[src/hdl/dscrptrFetch_consts.svh]
// Widths and field positions for descriptor fetch, included by the package and every RTL file
`ifndef DSCRPTR_FETCH_CONSTS_SVH
`define DSCRPTR_FETCH_CONSTS_SVH

// Full descriptor word as returned by the bus initiator
`define DSCRPTR_WIDTH 133

// Descriptor address width
`define ADDR_WIDTH 32

// Internal descriptor number
`define NUM_INT_BDS_WIDTH 2

// Ready check reads the second config byte, so the address is offset by one byte
`define CONFIG_BYTE2_OFFSET 1

// Position of the data-valid flag inside the config field
`define DATA_VALID_BIT 13

`endif

[src/hdl/dscrptrFetchPkg.sv]
// Descriptor word views and FSM state encoding shared by the fetch FSM and hold stage
`include "dscrptrFetch_consts.svh"

package dscrptrFetchPkg;

    // Field view with the MSB first
    typedef struct packed {
        logic [`DSCRPTR_WIDTH-`DATA_VALID_BIT-2:0] payload;
        logic                                     dataValid;
        logic [`DATA_VALID_BIT-1:0]               cfgLow;
    } dscrptrFields_s;

    // Stream descriptors pass raw
    // External ones go through the field view to patch the valid flag
    typedef union packed {
        logic [`DSCRPTR_WIDTH-1:0] raw;
        dscrptrFields_s            fields;
    } dscrptrWord_u;

    // One-hot sequencing states
    typedef enum logic [5:0] {
        IDLE            = 6'b000001,
        EXT_FETCH_WAIT  = 6'b000010,
        EXT_FETCH_STORE = 6'b000100,
        EXT_VALID_CHECK = 6'b001000,
        STR_FETCH_WAIT  = 6'b010000,
        STR_FETCH_STORE = 6'b100000
    } fetchState_e;

endpackage

[src/hdl/dscrptrLoadIf.sv]
// Capture/release link that hands one fetched descriptor from the FSM to the hold stage
`include "dscrptrFetch_consts.svh"

interface dscrptrLoadIf;
    import dscrptrFetchPkg::*;

    // Handshake pulses with one release per capture
    logic                          capture;
    logic                          releaseLd;

    // Descriptor contents valid in the capture cycle
    logic                          streamSel;
    logic                          validBit;
    logic [`NUM_INT_BDS_WIDTH-1:0] intNum;
    logic [`ADDR_WIDTH-1:0]        addr;
    dscrptrWord_u                  word;
    logic                          dscValid;

    modport fsm (
        output capture, releaseLd, streamSel, validBit,
        output intNum, addr, word, dscValid
    );

    modport hold (
        input capture, releaseLd, streamSel, validBit,
        input intNum, addr, word, dscValid
    );

endinterface
[src/hdl/dscrptrFetchFsm.sv]
// Arbitrates descriptor requests and sequences one bus read and load at a time
`include "dscrptrFetch_consts.svh"

module dscrptrFetchFsm (
    input  logic                          clock,
    input  logic                          resetn,
    // Requests
    input  logic                          fetchExtDscrptr,
    input  logic                          extRdyCheck,
    input  logic                          strDscrptrValid,
    input  logic [`ADDR_WIDTH-1:0]        extDscrptrAddrIn,
    input  logic [`ADDR_WIDTH-1:0]        strDscrptrAddr,
    input  logic [`NUM_INT_BDS_WIDTH-1:0] intDscrptrNumIn,
    // Read return
    input  logic                          extFetchValid,
    input  logic                          rdDscrptrValid,
    input  logic [`DSCRPTR_WIDTH-1:0]     rdDscrptrData,
    input  logic [1:0]                    rdDataValid,
    input  logic                          ldExtDscrptrAck,
    // Read command
    output logic                          strtExtDscrptrRd,
    output logic                          strtExtDscrptrRdyCheck,
    output logic                          strtStrDscrptrRd,
    output logic [`ADDR_WIDTH-1:0]        strtAddr,
    output logic                          strFetchHoldOff,
    // Completion strobes
    output logic                          extRdyValid,
    output logic                          extRdy,
    output logic                          extFetchDone,
    output logic                          strDscrptrAck,
    dscrptrLoadIf.fsm                     load
);
    import dscrptrFetchPkg::*;

    fetchState_e currState;
    fetchState_e nextState;
    logic [2:0]  cmdVec;

    ////////////////////////////////////////////////////////////
    // State register
    ////////////////////////////////////////////////////////////
    always_ff @(posedge clock or negedge resetn)
    begin
        if (!resetn)
        begin
            currState <= IDLE;
        end
        else
        begin
            currState <= nextState;
        end
    end

    ////////////////////////////////////////////////////////////
    // Next state and command decode
    ////////////////////////////////////////////////////////////
    always_comb
    begin
        nextState              = currState;
        strtExtDscrptrRd       = 1'b0;
        strtExtDscrptrRdyCheck = 1'b0;
        strtStrDscrptrRd       = 1'b0;
        strtAddr               = '0;
        extRdyValid            = 1'b0;
        extRdy                 = 1'b0;
        extFetchDone           = 1'b0;
        strDscrptrAck          = 1'b0;
        load.capture           = 1'b0;
        load.releaseLd         = 1'b0;
        case (currState)
            IDLE:
            begin
                // External fetch wins, then ready check, then stream
                if (fetchExtDscrptr)
                begin
                    strtExtDscrptrRd = 1'b1;
                    strtAddr         = extDscrptrAddrIn;
                    nextState        = EXT_FETCH_WAIT;
                end
                else if (extRdyCheck)
                begin
                    strtExtDscrptrRdyCheck = 1'b1;
                    strtAddr               = extDscrptrAddrIn + `CONFIG_BYTE2_OFFSET;
                    nextState              = EXT_VALID_CHECK;
                end
                else if (strDscrptrValid)
                begin
                    strtStrDscrptrRd = 1'b1;
                    strtAddr         = strDscrptrAddr;
                    nextState        = STR_FETCH_WAIT;
                end
            end
            EXT_FETCH_WAIT:
            begin
                if (extFetchValid)
                begin
                    load.capture = 1'b1;
                    nextState    = EXT_FETCH_STORE;
                end
                else
                begin
                    strtExtDscrptrRd = 1'b1;
                    strtAddr         = extDscrptrAddrIn;
                end
            end
            EXT_VALID_CHECK:
            begin
                if (extFetchValid)
                begin
                    extRdyValid = 1'b1;
                    extRdy      = &rdDataValid;
                    nextState   = IDLE;
                end
                else
                begin
                    strtExtDscrptrRdyCheck = 1'b1;
                    strtAddr               = extDscrptrAddrIn + `CONFIG_BYTE2_OFFSET;
                end
            end
            STR_FETCH_WAIT:
            begin
                if (extFetchValid)
                begin
                    load.capture = 1'b1;
                    nextState    = STR_FETCH_STORE;
                end
                else
                begin
                    strtStrDscrptrRd = 1'b1;
                    strtAddr         = strDscrptrAddr;
                end
            end
            EXT_FETCH_STORE, STR_FETCH_STORE:
            begin
                // Consumer back-pressure holds the load until acknowledged
                if (ldExtDscrptrAck)
                begin
                    load.releaseLd = 1'b1;
                    extFetchDone   = (currState == EXT_FETCH_STORE);
                    strDscrptrAck  = (currState == STR_FETCH_STORE);
                    nextState      = IDLE;
                end
            end
            default:
            begin
                nextState = IDLE;
            end
        endcase
    end

    assign strFetchHoldOff = strtStrDscrptrRd;

    // Capture contents; the hold stage samples these only on capture
    assign load.streamSel = (currState == STR_FETCH_WAIT);
    assign load.validBit  = load.streamSel ? rdDataValid[0] : &rdDataValid;
    assign load.intNum    = load.streamSel ? '0 : intDscrptrNumIn;
    assign load.addr      = load.streamSel ? strDscrptrAddr : extDscrptrAddrIn;
    assign load.word.raw  = rdDscrptrData;
    assign load.dscValid  = rdDscrptrValid;

    ////////////////////////////////////////////////////////////
    // Command checks
    ////////////////////////////////////////////////////////////
    assign cmdVec = {strtExtDscrptrRd, strtExtDscrptrRdyCheck, strtStrDscrptrRd};

    // Completed command must not reappear in the next cycle
    cmdDropsAfterDone: assert property (@(posedge clock) disable iff (!resetn)
        ((|cmdVec) ##1 extFetchValid) |=> ((cmdVec & $past(cmdVec, 2)) == 3'b000));

    cmdOneHot: assert property (@(posedge clock) disable iff (!resetn)
        $onehot0(cmdVec));

endmodule

[src/hdl/dscrptrFetchTop.sv]
// Descriptor fetch controller top level; instantiate with plain ports in the DMA engine
`include "dscrptrFetch_consts.svh"

module dscrptrFetchTop (
    input  logic                          clock,
    input  logic                          resetn,
    input  logic                          fetchExtDscrptr,
    input  logic                          extRdyCheck,
    input  logic                          strDscrptrValid,
    input  logic                          extFetchValid,
    input  logic                          rdDscrptrValid,
    input  logic                          ldExtDscrptrAck,
    input  logic [`ADDR_WIDTH-1:0]        extDscrptrAddrIn,
    input  logic [`ADDR_WIDTH-1:0]        strDscrptrAddr,
    input  logic [`NUM_INT_BDS_WIDTH-1:0] intDscrptrNumIn,
    input  logic [`DSCRPTR_WIDTH-1:0]     rdDscrptrData,
    input  logic [1:0]                    rdDataValid,
    output logic                          strtExtDscrptrRd,
    output logic                          strtExtDscrptrRdyCheck,
    output logic                          strtStrDscrptrRd,
    output logic                          strFetchHoldOff,
    output logic [`ADDR_WIDTH-1:0]        strtAddr,
    output logic                          extRdyValid,
    output logic                          extRdy,
    output logic                          extFetchDone,
    output logic                          strDscrptrAck,
    output logic                          strDscrptrAckValid,
    output logic                          ldExtDscrptr,
    output logic                          strDcrptr,
    output logic                          dataValid,
    output logic                          dscrptrValid,
    output logic [`DSCRPTR_WIDTH-1:0]     dscrptrData,
    output logic [`NUM_INT_BDS_WIDTH-1:0] intDscrptrNum,
    output logic [`ADDR_WIDTH-1:0]        extDscrptrAddr
);

    dscrptrLoadIf loadBus ();

    // Sequencing and bus command
    dscrptrFetchFsm uFsm (
        .clock                  (clock),
        .resetn                 (resetn),
        .fetchExtDscrptr        (fetchExtDscrptr),
        .extRdyCheck            (extRdyCheck),
        .strDscrptrValid        (strDscrptrValid),
        .extDscrptrAddrIn       (extDscrptrAddrIn),
        .strDscrptrAddr         (strDscrptrAddr),
        .intDscrptrNumIn        (intDscrptrNumIn),
        .extFetchValid          (extFetchValid),
        .rdDscrptrValid         (rdDscrptrValid),
        .rdDscrptrData          (rdDscrptrData),
        .rdDataValid            (rdDataValid),
        .ldExtDscrptrAck        (ldExtDscrptrAck),
        .strtExtDscrptrRd       (strtExtDscrptrRd),
        .strtExtDscrptrRdyCheck (strtExtDscrptrRdyCheck),
        .strtStrDscrptrRd       (strtStrDscrptrRd),
        .strtAddr               (strtAddr),
        .strFetchHoldOff        (strFetchHoldOff),
        .extRdyValid            (extRdyValid),
        .extRdy                 (extRdy),
        .extFetchDone           (extFetchDone),
        .strDscrptrAck          (strDscrptrAck),
        .load                   (loadBus.fsm)
    );

    // Descriptor presented to the consumer
    dscrptrHoldStage uHold (
        .clock              (clock),
        .resetn             (resetn),
        .load               (loadBus.hold),
        .ldExtDscrptr       (ldExtDscrptr),
        .strDcrptr          (strDcrptr),
        .dataValid          (dataValid),
        .dscrptrValid       (dscrptrValid),
        .dscrptrData        (dscrptrData),
        .intDscrptrNum      (intDscrptrNum),
        .extDscrptrAddr     (extDscrptrAddr),
        .strDscrptrAckValid (strDscrptrAckValid)
    );

endmodule

[src/hdl/dscrptrHoldStage.sv]
// Holds a captured descriptor and presents it to the consumer until release
`include "dscrptrFetch_consts.svh"

module dscrptrHoldStage (
    input  logic                          clock,
    input  logic                          resetn,
    dscrptrLoadIf.hold                    load,
    output logic                          ldExtDscrptr,
    output logic                          strDcrptr,
    output logic                          dataValid,
    output logic                          dscrptrValid,
    output logic [`DSCRPTR_WIDTH-1:0]     dscrptrData,
    output logic [`NUM_INT_BDS_WIDTH-1:0] intDscrptrNum,
    output logic [`ADDR_WIDTH-1:0]        extDscrptrAddr,
    output logic                          strDscrptrAckValid
);
    import dscrptrFetchPkg::*;

    dscrptrWord_u mergedWord;
    dscrptrWord_u heldWord;

    // External descriptors carry the combined valid bit in the config field
    always_comb
    begin
        mergedWord = load.word;
        if (!load.streamSel)
        begin
            mergedWord.fields.dataValid = load.validBit;
        end
    end

    ////////////////////////////////////////////////////////////
    // Holding registers
    ////////////////////////////////////////////////////////////
    always_ff @(posedge clock or negedge resetn)
    begin
        if (!resetn)
        begin
            ldExtDscrptr   <= 1'b0;
            strDcrptr      <= 1'b0;
            dataValid      <= 1'b0;
            dscrptrValid   <= 1'b0;
            heldWord       <= '0;
            intDscrptrNum  <= '0;
            extDscrptrAddr <= '0;
        end
        else if (load.capture)
        begin
            ldExtDscrptr   <= 1'b1;
            strDcrptr      <= load.streamSel;
            dataValid      <= load.validBit;
            dscrptrValid   <= load.dscValid;
            heldWord       <= mergedWord;
            intDscrptrNum  <= load.intNum;
            extDscrptrAddr <= load.addr;
        end
        else if (load.releaseLd)
        begin
            // Consumer took it so outputs return to zero
            ldExtDscrptr   <= 1'b0;
            strDcrptr      <= 1'b0;
            dataValid      <= 1'b0;
            dscrptrValid   <= 1'b0;
            heldWord       <= '0;
            intDscrptrNum  <= '0;
            extDscrptrAddr <= '0;
        end
    end

    assign dscrptrData = heldWord.raw;

    // Reports the stream descriptor's valid flag back with the ack
    assign strDscrptrAckValid = load.releaseLd && strDcrptr && dscrptrValid;

    ////////////////////////////////////////////////////////////
    // Handshake checks
    ////////////////////////////////////////////////////////////
    captureWhenEmpty: assert property (@(posedge clock) disable iff (!resetn)
        load.capture |-> !ldExtDscrptr);

    releaseWhenLoaded: assert property (@(posedge clock) disable iff (!resetn)
        load.releaseLd |-> ldExtDscrptr);

endmodule

[config.mk]
export PLATFORM = sky130hd
export DESIGN_NAME = dscrptrFetchTop
export DESIGN_NICKNAME = d
export VERILOG_FILES = /design/src/hdl/dscrptrFetchPkg.sv /design/src/hdl/dscrptrLoadIf.sv /design/src/hdl/dscrptrFetchFsm.sv /design/src/hdl/dscrptrFetchTop.sv /design/src/hdl/dscrptrHoldStage.sv
export VERILOG_INCLUDE_DIRS = /design/src /design/src/hdl
export SDC_FILE = /design/constraint.sdc
export NUM_CORES = 1
export LEC_CHECK = 0
export ABC_AREA = 1
export BUFFER_PORTS_ARGS = -buffer_cell sky130_fd_sc_hd__buf_2
export CORE_MARGIN = 4
export CORE_UTILIZATION = 40
export DETAILED_ROUTE_END_ITERATION = 7
export PLACE_DENSITY = 0.68
export SLEW_MARGIN = 20
export SYNTH_ARGS = -nofsm -noshare
export SYNTH_HDL_FRONTEND = slang
export SYNTH_HIERARCHICAL = 1
export SYNTH_SLANG_ARGS = --single-unit
[constraint.sdc]
create_clock -name clock -period 2.9 [get_ports clock]
set_input_delay 0.29 -clock clock [delete_from_list [all_inputs] [get_ports clock]]
set_output_delay 0.29 -clock clock [all_outputs]
set_load 0.01 [all_outputs]
Yosys cells after proc, flatten, opt, wreduce, memory -nomap -nowiden
Index checks and enable logic that the tools add are counted.
{"block": "totals", "regBits": 177, "output_inout_bits": 212, "elab_cells": 78, "input_bits": 209}
{"block": "classes", "eq_ne": 11, "reduce_logical": 7, "muxes": 51, "add_sub_neg": 1}
{"cell": "2-to-1 mux 32 bit", "count": 9}
{"cell": "2-to-1 mux 133 bit", "count": 2}
{"cell": "one-hot mux 32 bit (4 select lines)", "count": 1}
{"cell": "2-to-1 mux 6 bit", "count": 7}
{"cell": "adder 32 x 1 -> 32 bit (second input constant)", "count": 1}
{"cell": "one-hot mux 6 bit (5 select lines)", "count": 1}
{"cell": "2-to-1 mux 1 bit", "count": 25}
{"cell": "inequality test 2 bit (second input constant)", "count": 4}
{"cell": "equality test 6 x 1 -> 1 bit (second input constant)", "count": 1}
{"cell": "equality test 6 x 2 -> 1 bit (second input constant)", "count": 1}
{"cell": "equality test 6 x 3 -> 1 bit (second input constant)", "count": 1}
{"cell": "equality test 6 x 4 -> 1 bit (second input constant)", "count": 1}
{"cell": "equality test 6 x 5 -> 1 bit (second input constant)", "count": 1}
{"cell": "equality test 6 bit (second input constant)", "count": 1}
{"cell": "2-to-1 mux 2 bit", "count": 3}
{"cell": "one-hot mux 1 bit (2 select lines)", "count": 3}
{"cell": "AND reduction 5 bit", "count": 1}
{"cell": "inequality test 4 bit (second input constant)", "count": 1}
{"cell": "OR reduction 2 bit", "count": 2}
{"cell": "logical AND 1 bit", "count": 2}
{"cell": "AND reduction 2 bit", "count": 1}
{"cell": "nonzero test 2 bit", "count": 1}

Logic depth before layout (Yosys ltp)
Gate-level depths: netlist of the first run.
{"block": "logic_depth", "word_depth": 5, "ltp_mapped": 12, "ltp_nobuf": 10}

By module
The synthesis of the first run kept the hierarchy.
{"mod": "dscrptrHoldStage", "cells_each": 729, "area_each_um2": 6447.4, "n_inst": 1}
{"mod": "dscrptrFetchFsm", "cells_each": 771, "area_each_um2": 3976.3, "n_inst": 1}

Least setup slack after synthesis of the first run
OpenSTA, ideal clock, no wires.
{"block": "synth_path", "kind": "register to register", "startpoint": "register uFsm.currState[0]", "endpoint": "register uHold.heldWord (netlist bit uHold/dscrptrData[54])", "t_arrival_ns": 1.840, "synth_period_minus_slack_ns": 1.905, "t_required_ns": 2.834, "stages_incl_launch_ff": 13, "setup_slack_ns": 0.995, "setup_time_ns": 0.066, "path_cell_list": "dfstp_2 -> inv_1 -> nand2_1 -> nor2_2 -> nand2_2 -> clkbuf_1 -> a21oi_1 -> buf_2 -> nor2_4 -> buf_4 -> buf_4 -> nand2_1 -> nand2_1"}
{"block": "synth_between", "elab_chain_cells": 4, "word_cells_on_any_way": 10, "classes_between": "4 x eq/ne; 3 x mux; 3 x reduce/logical"}
{"item": "from (decl)", "line_no": "dscrptrFetchFsm.sv:35", "text": "fetchState_e currState;"}
{"item": "from (signal assigned)", "line_no": "dscrptrFetchFsm.sv:50", "text": "currState <= nextState;"}
{"item": "equality test 6 x 2 -> 1 bit or equality test 6 x 5 -> 1 bit (tied branches)", "line_no": "dscrptrFetchFsm.sv:70", "text": "case (currState)"}
{"item": "OR reduction 2 bit (no line) *"}
{"item": "2-to-1 mux 1 bit *"}
{"item": "named net loadBus.capture", "line_no": "dscrptrLoadIf.sv:8", "text": "logic capture;"}
{"item": "2-to-1 mux 133 bit or nonzero test 2 bit (tied branches)"}
{"item": "to (signal assigned)", "line_no": "dscrptrHoldStage.sv:53", "text": "heldWord <= mergedWord;"}
{"item": "to (decl)", "line_no": "dscrptrHoldStage.sv:20", "text": "dscrptrWord_u heldWord;"}
Mark *: on every way through the listed nets, which the timed path passes. The rest lies on a longest branch.
A chain may end at the register's enable or synchronous reset.

Worst setup path after layout of the first run
{"block": "layout_path", "startpoint": "register uFsm.currState[0]", "endpoint": "output port strtAddr[1]"}
{"block": "layout_between", "elab_chain_cells": 2, "word_cells_on_any_way": 5, "classes_between": "4 x eq/ne; 1 x mux"}
{"item": "equality test 6 x 5 -> 1 bit, or another cell as far along", "line_no": "dscrptrFetchFsm.sv:70"}
{"item": "one-hot mux 32 bit (4 select lines) *", "line_no": "dscrptrFetchFsm.sv:70"}
{"item": "to (decl)", "line_no": "dscrptrFetchTop.sv:22", "text": "output logic [`ADDR_WIDTH-1:0] strtAddr,"}
Mark *: on every way between the ends. The rest lies on a longest branch, timed or not.

==> results of run 1 <==
[sequential cells by signal, summed over array words and instances, names as in the netlist]
name                  count
uFsm/currState            6
uHold/dataValid           1
uHold/dscrptrData       133
uHold/dscrptrValid        1
uHold/extDscrptrAddr     32
uHold/intDscrptrNum       2
uHold/ldExtDscrptr        1
uHold/strDcrptr           1
[per-layer routing]
layer,GRT usage [%],wire [um],part of all wire [%]
met1,28.9,13600,39
met2,39.0,16500,48
met3,4.89,3130,9.1
met4,10.5,1340,3.9
met5,0,0,0
[cells in the mapped netlist (all sizes together)]
cell	instances	share of area [%]
ha	1	0.12
dfrtp	176	42
a21boi	2	0.14
dfstp	1	0.25
o211ai	6	0.53
o21bai	2	0.14
nand3	69	3.5
inv	100	3.6
buf	178	12
a21oi	24	1.2
clkbuf	13	0.47
nor2	83	3.3
o21a	3	0.22
nand2	776	28
nand4	16	1.2
nor4	1	0.060
xor2	4	0.34
and2	1	0.060
clkinv	1	0.036
o21ai	43	2.1
[power groups by stage]
stage               Combinational (mW)  Clock (mW)  Sequential, mW
floorplan                         2.38           0            4.52
global placement                  4.82           0            4.01
detailed placement                4.89           0            4.05
CTS                               4.90        2.38            4.01
global route                      5.45        2.47            4.13
finish                            4.85        2.30            4.00
[cells by family (layout without fill, tap and decap cells)]
group | Yosys count | in the layout | synth area share [%]
AO/OA/AOI/OAI | 80 | 80 | 4.25
XOR/XNOR | 4 | 4 | 0.336
adder cells (fa/ha/maj) | 1 | 1 | 0.120
buffers and inverters | 292 | 567 | 16.4
flip-flops | 177 | 177 | 42.5
other | 0 | 6 | 0
AND/OR/NAND/NOR | 946 | 946 | 36.4
[cell type report]
type	count	area [um2]	share of cell area [%]
Sequential cell	177	4430	35.7
Clock buffer	17	425	3.43
Timing Repair Buffer	434	2290	18.5
Antenna cell	6	15.0	0.121
Inverter	101	382	3.07
Multi-Input combinational cell	1031	4290	34.6
Tap cell	330	413	3.33
Clock inverter	15	168	1.35
[how the worst max path moves through the flow]
stage,startpoint,endpoint,slack (ns),cells past startpoint
detailed placement,uFsm/currState[5]$_DFFE_PN0P_,uHold/dscrptrData[101]$_DFFE_PN0P_,0.65,7
global route,uFsm/currState[0]$_DFFE_PN1P_,strtAddr[1],0.09,7
finish,uFsm/currState[0]$_DFFE_PN1P_,strtAddr[1],0.30,7
CTS,uFsm/currState[5]$_DFFE_PN0P_,strDscrptrAckValid,0.30,6
global placement,uFsm/currState[5]$_DFFE_PN0P_,uHold/dscrptrData[125]$_DFFE_PN0P_,0.69,7
floorplan,uFsm/currState[0]$_DFFE_PN1P_,uHold/dscrptrData[54]$_DFFE_PN0P_,0.99,12
[through the flow]
step	area [um2]	util, %
finish	12400	48.9
global route	12400	48.9
CTS	12400	48.8
detailed placement	11800	46.4
global placement	11800	46.4
floorplan	10400	-
[worst register-to-register path, delay by kind of cell, from the launching register on]
family,cells,cell delay [ns]
simple gates,5,0.95
compound gates,1,0.49
flops,1,0.44
buf+inv,1,0.24
[timing repair]
item,CTS,global route
hold endpoints to repair,52,0
hold buffers,1,0
setup endpoints to repair,0,0
==> impl_summary.md, run 1 <==
Drt
The initial detailed-routing violation count is 942. In the final routed layout, each cell accounts on average for 16.4 um. The remaining antenna violation count is 0. For this block, the routed nets add up to 34,600 um of wire. The average vias per placed instance is 4.82.

The post-detailed-route DRC marker count is 0. The total number of vias is 10,200. The number of iterations in the first detailed-routing pass is 6.

Hold path
The worst hold path was traced through 3 stages. The path class of the lowest-slack min-delay path is in -> reg. For hold timing, the worst endpoint is uHold/dscrptrData[85]$_DFFE_PN0P_. The worst hold path begins at rdDscrptrData[85].

Floorplanning
The core region is 25,400 um2. Once the floorplan was initialized, standard cells occupied 41.0% of the core. The floorplan has 58 rows. The die width is 169 um. The die is 169 um tall.

The die area is 28,700 um2. 421 I/O pins were placed.

Timing
The final max-slew violation count was 0. At the pin with the least slew margin, the transition time is 0.868 ns. Setup slack closes at 0.302 ns. The highest achievable clock rate is 385 MHz. Setup repair after global routing left no endpoint under its margin. The number of setup violations in the final report is 0.

The setup skew after layout is 0.0166 ns. The number of hold violations in the final report was 0. The worst-case headroom to the max-slew limit is 42.1%. The final period utilization is 89.6%. The worst hold slack across all endpoints is 0.0646 ns. The final-layout setup total negative slack is 0 ns. The worst path in the final design needs a cycle of 2.60 ns, including I/O delays and setup.

Synthesis
In the synthesized netlist, the number of instances is 1,500. The netlist area before placement is 10,400 um2. The post-synthesis sequential area ratio is 42.5%. When the netlist entered floorplanning its net count stood at 1,710.

The number of warning messages in the yosys log is 6. The synthesized design contains 177 register bits. Each instance of the synthesized netlist takes up on average 6.95 um2. The post-synthesis cell type count is 34.

Cells and area
The filler cell count in the final layout is 2,635. The leading cell type in the layout, fill and taps excluded is sky130_fd_sc_hd__nand2_1. The fraction of final layout cells with drive strength greater than 1 is 27.8%.

Relative to the synthesized area, the layout overhead comes to 19.1%. The final cell count without fillers is 2,111. The final layout contains 1,972 nets. The library cells used most frequently in the layout, excluding fill and tap cells, are sky130_fd_sc_hd__nand2_1 (770), sky130_fd_sc_hd__buf_2 (419), sky130_fd_sc_hd__dfrtp_1 (176).

Setup path
The top cell family by delay on the critical path is simple AND/OR/NAND/NOR gates. The endpoint required time on the critical path is 2.61 ns. The signal on the critical path passes through nand2_1, nor2_2, nand2_1, nor2_1, nand4_1, nand4_1, buf_2. STA classifies the critical path startpoint as a flop. The startpoint-to-endpoint class of the critical path is reg -> out. STA puts the critical path data arrival time at 2.31 ns. Counting cells, the worst reg-to-reg path comes to 7. Together, buffers and inverters on the worst path number 1. The largest fanout on the critical path is 15. The worst-case register-to-register setup slack is 0.67 ns. The worst setup path is captured at an output port. The startpoint of the worst register-to-register path is uFsm/currState[5]$_DFFE_PN0P_.

For this run, the slowest stage of the critical path takes 0.55 ns. The endpoint identified for the worst register-to-register timing path is uHold/dscrptrData[82]$_DFFE_PN0P_. The slowest cell on the critical path is sky130_fd_sc_hd__dfstp_2.

Placed design
Including well taps, the total number of placed cells is 2,072. The count of port buffers added during placement is 420. The wire-length estimate of the detail-placed layout is 26,600 um.

The placer congestion estimate is 0.985. The placement-stage worst setup slack is 0.651 ns.

Pwr
IR analysis of the VDD net gives a maximum drop of 0.000448 V. Sequential cells account for 35.9% of the total power. The internal portion of the total power is 6.43 mW. The switching share of power is 42.4%. The clock power share is 20.6%.

The standby leakage power is 7.49 nW. Summed over all nets, the switching power comes to 4.73 mW. The post-layout total power is 11.2 mW.

In this run, the combinational gates consume 43.5% of the power. Dividing total power by cell area gives a power density of 899 nW/um2.

Clock tree
TritonCTS built the clock tree. The number of instances resized during post-cts repair is 0. Clock-pin slew was measured on the worst setup and hold paths at 0.08 ns. In this run the deepest clock path goes through 2 buffers. The clock latency reported for the late side of the worst-skew pair is 0.42 ns. Counting the buffers created by CTS gives 17. The tree is rooted in a sky130_fd_sc_hd__clkbuf_16. The clock sink count is 177. The number of buffers inserted to repair setup after CTS is 0.

The H-tree generated during clock tree synthesis spans 4 levels.

GRT
For this run, the total global-route usage over all layers was measured as 23.2%. The first global-routing pass estimated 53,300 um of wire. For this run the aggregate overflow at the end of global routing stands at 0. The number of global-route vias before repair is 9,906. Entering global routing, the biggest net connects 113 pins. The number of antenna violations at the first check in global routing is 6.

Run status
The run finished with clean final reports.

Job
Across the run, the number of max-cap violations was 0.
Power figures use the tool's default switching activity.
==> inputs of run 2 (changes only) <==
--- a/config.mk
+++ b/config.mk
@@ -8,10 +8,11 @@
 export LEC_CHECK = 0
 export ABC_AREA = 1
 export BUFFER_PORTS_ARGS = -buffer_cell sky130_fd_sc_hd__buf_2
-export CORE_MARGIN = 4
-export CORE_UTILIZATION = 40
+export CORE_AREA = 4 4 163 165
 export DETAILED_ROUTE_END_ITERATION = 7
-export PLACE_DENSITY = 0.68
+export DIE_AREA = 0 0 167 169
+export HOLD_SLACK_MARGIN = 0.02
+export PLACE_DENSITY = 0.7
 export SLEW_MARGIN = 20
 export SYNTH_ARGS = -nofsm -noshare
 export SYNTH_HDL_FRONTEND = slang
==> run 2 against run 1 <==
Net effect: combinational power fell by 1%; critical path type unchanged; final cell count fell by 0.43%; global-route usage rose by 0.13 points; largest cell class unchanged; largest power group unchanged; sequential share of layout area rose by 0.18 points.
==> impl_summary.md, run 2 (same netlist as run 1, synthesis figures left out) <==
Setup path
The largest fanout on the critical path is 15 (unchanged). The critical path goes through nand2_1, nor2_2, nand2_1, nor2_1, nand4_1, nand4_1, buf_2. The endpoint kind of the worst setup timing path is an output port.

The data arrival time of the critical path was 2.27 ns (-0.04 ns). The launching element type of the critical path is a flop. The slowest cell on the critical path is sky130_fd_sc_hd__dfstp_2. The startpoint of the worst register-to-register path is uFsm/currState[3]$_DFFE_PN0P_. The endpoint required time on the critical path is 2.61 ns (about the same).

The number of buffers and inverters on the critical path was 1 (unchanged). The top cell family by delay on the critical path is simple AND/OR/NAND/NOR gates. The stage delay of the slowest cell on the critical path is 0.55 ns (about the same). The startpoint-to-endpoint class of the critical path is reg -> out. The most critical setup path has its startpoint at uFsm/currState[0]$_DFFE_PN1P_.

Pwr
The post-layout total power was 11.1 mW (-0.66%). The power density over cell area is 897 nW/um2 (-0.14%). The standby leakage power is 7.45 nW (-0.54%). The maximum vdd drop is 0.000390 V (-13%).

Hold path
The tightest min-delay check is of the in -> reg type. In this run the most critical hold path is launched from rdDscrptrData[121].

Clock tree
TritonCTS built the clock tree. The TritonCTS buffer count was 17 (unchanged). The clock latency reported for the late side of the worst-skew pair is 0.43 ns (about the same). The clock transition at the registers of the reported paths is 0.08 ns (about the same). The number of buffers inserted to repair setup after CTS is 0 (unchanged). The clock sink count is 177 (unchanged). The buffer type at the clock tree root is sky130_fd_sc_hd__clkbuf_16.

The depth of the CTS H-tree was 4 (unchanged). The worst-case clock buffer depth is 2 (unchanged).

Drt
The average vias per placed instance is 4.75 (-1.5%). The wire length after detailed routing was 34,300 um (-0.70%). The post-detailed-route DRC marker count was 0 (unchanged). The initial detailed-routing violation count is 884 (-6.2%). The number of iterations in the first detailed-routing pass is 7 (+1). The remaining antenna violation count is 0 (unchanged). The routed wire length per instance is 16.3 um (-0.28%). The total number of vias was 9,990 (-1.9%).

GRT
The number of global-route vias before repair is 9,744 (-1.6%). The pin count of the biggest net entering global routing is 93 (-18%). The number of antenna violations at the first check in global routing is 3 (-3).

The all-layer global routing usage was 23.4% (+0.13 points). The global-route wire length before repair is 53,300 um (about the same). The total grt overflow is 0 (unchanged).

Timing
The worst-case headroom to the max-slew limit is 51.3% (+9.2 points). The worst hold slack across all endpoints is 0.0617 ns (-0.00291 ns). Setup repair after global routing left no endpoint under its margin. The number of hold violations in the final report is 0 (unchanged). The final critical delay including setup and external delays is 2.56 ns (-0.0336 ns).

The highest achievable clock rate came to 390 MHz (+1.3%). The number of setup violations in the final report was 0 (unchanged). The final period utilization is 88.4% (-1.2 points).

The final max-slew violation count came to 0 (unchanged). The setup skew after layout is 0.0181 ns (+0.00141 ns). The final-layout setup total negative slack is 0 ns (unchanged). The slew of the pin with the lowest slew margin is 0.730 ns (-0.138 ns).

Floorplanning
The die area is 28,200 um2 (-1.7%). The number of core rows came to 58 (unchanged). The area of the placeable core is 25,000 um2 (-1.4%). The die boundary height came to 169 um (-0.25%). The total I/O pin count is 421 (unchanged). The die width was 167 um (-1.4%). The initial cell density of the core is 41.6% (+0.59 points).

Job
The max-cap violation count is 0 (unchanged).

Cells and area
Leaving out fill and tap cells, the most frequent cells in the layout are sky130_fd_sc_hd__nand2_1 (770), sky130_fd_sc_hd__buf_2 (419), sky130_fd_sc_hd__dfrtp_1 (176). The leading cell type in the layout, fill and taps excluded is sky130_fd_sc_hd__nand2_1. The filler cell count in the final layout is 2,552 (-3.1%). The number of flip-flops in the largest register was 133 (unchanged). Relative to the synthesized area, the layout overhead comes to 18.5%. The number of nets in the layout was 1,968 (-0.20%). The fraction of final layout cells with drive strength greater than 1 came to 27.6% (-0.20 points). The final cell count without fillers is 2,102 (-0.43%).

Placed design
The count of port buffers added during placement was 420 (unchanged). The placed instance count is 2,068 (-0.19%). The placed wire-length estimate was 25,700 um (-3.4%). The placer congestion estimate is 0.946 (-4.0%).

Run status
The flow ran to the end, and the final reports show no timing, DRC or antenna violations.
## run 2: cell count changes in the layout (fill, tap and decap cells not counted), sizes merged
cell | previous run | this run
buf | 433 | 429
diode | 6 | 2
clkinv | 8 | 5
clkinvlp | 0 | 3
inv | 108 | 107
## run 2: what timing repair did
| item | CTS | global route |
|---|---|---|
| endpoints found under the hold margin | 73 | 0 |
| endpoints found under the setup margin | 0 | 0 |
| hold buffers | 1 | 0 |
| resized for setup | 0 | 0 |
## run 2: where the power goes
group	leakage (nW)	internal (mW)	switching (mW)
clock	0.270	1.14	1.12
sequential	2.26	3.50	0.532
combinational	4.92	1.76	3.04
total	7.45	6.39	4.69
## run 2: tightest hold or removal path, cell delays in order
cell                      delay [ns]
sky130_fd_sc_hd__buf_2          0.07
sky130_fd_sc_hd__nand2_1        0.04
sky130_fd_sc_hd__nand2_1        0.05
## run 2: cell type report
type	count	area, um2	area share [%]
Clock inverter	14	144	1.16
Clock buffer	17	425	3.44
Timing Repair Buffer	430	2260	18.3
Tap cell	330	413	3.34
Antenna cell	2	5.00	0.0405
Sequential cell	177	4430	35.9
Multi-Input combinational cell	1031	4290	34.7
Inverter	101	382	3.09
## run 2: final timing paths
kind,endpoint,slack (ns),depth (start not counted)
hold reg to reg,uHold/extDscrptrAddr[0]$_DFFE_PN0P_,0.47,2
min in group asynchronous,uHold/dscrptrData[42]$_DFFE_PN0P_,0.48,2
max in group asynchronous,uHold/dscrptrData[98]$_DFFE_PN0P_,1.60,3
setup reg to reg,uHold/extDscrptrAddr[20]$_DFFE_PN0P_,0.72,10
setup / recovery,strtAddr[1],0.34,7
hold / removal,uHold/dscrptrData[121]$_DFFE_PN0P_,0.06,3
## run 2: through the flow
stage | setup slack (ns) | util [%] | cell area, um2
final | 0.336 | 49.3 | 12400
after global routing | 0.183 | 49.3 | 12400
after CTS | 0.354 | 49.3 | 12300
after detailed placement | 0.607 | 47.0 | 11800
after global placement | 0.665 | 47.0 | 11800
after floorplan | 0.995 | - | 10400
## run 2: metal layers
metal,share of wire (%),track usage (%)
met2,50,41.0
met4,2.3,7.61
met1,40,29.1
met3,7.5,4.58
met5,0.038,0
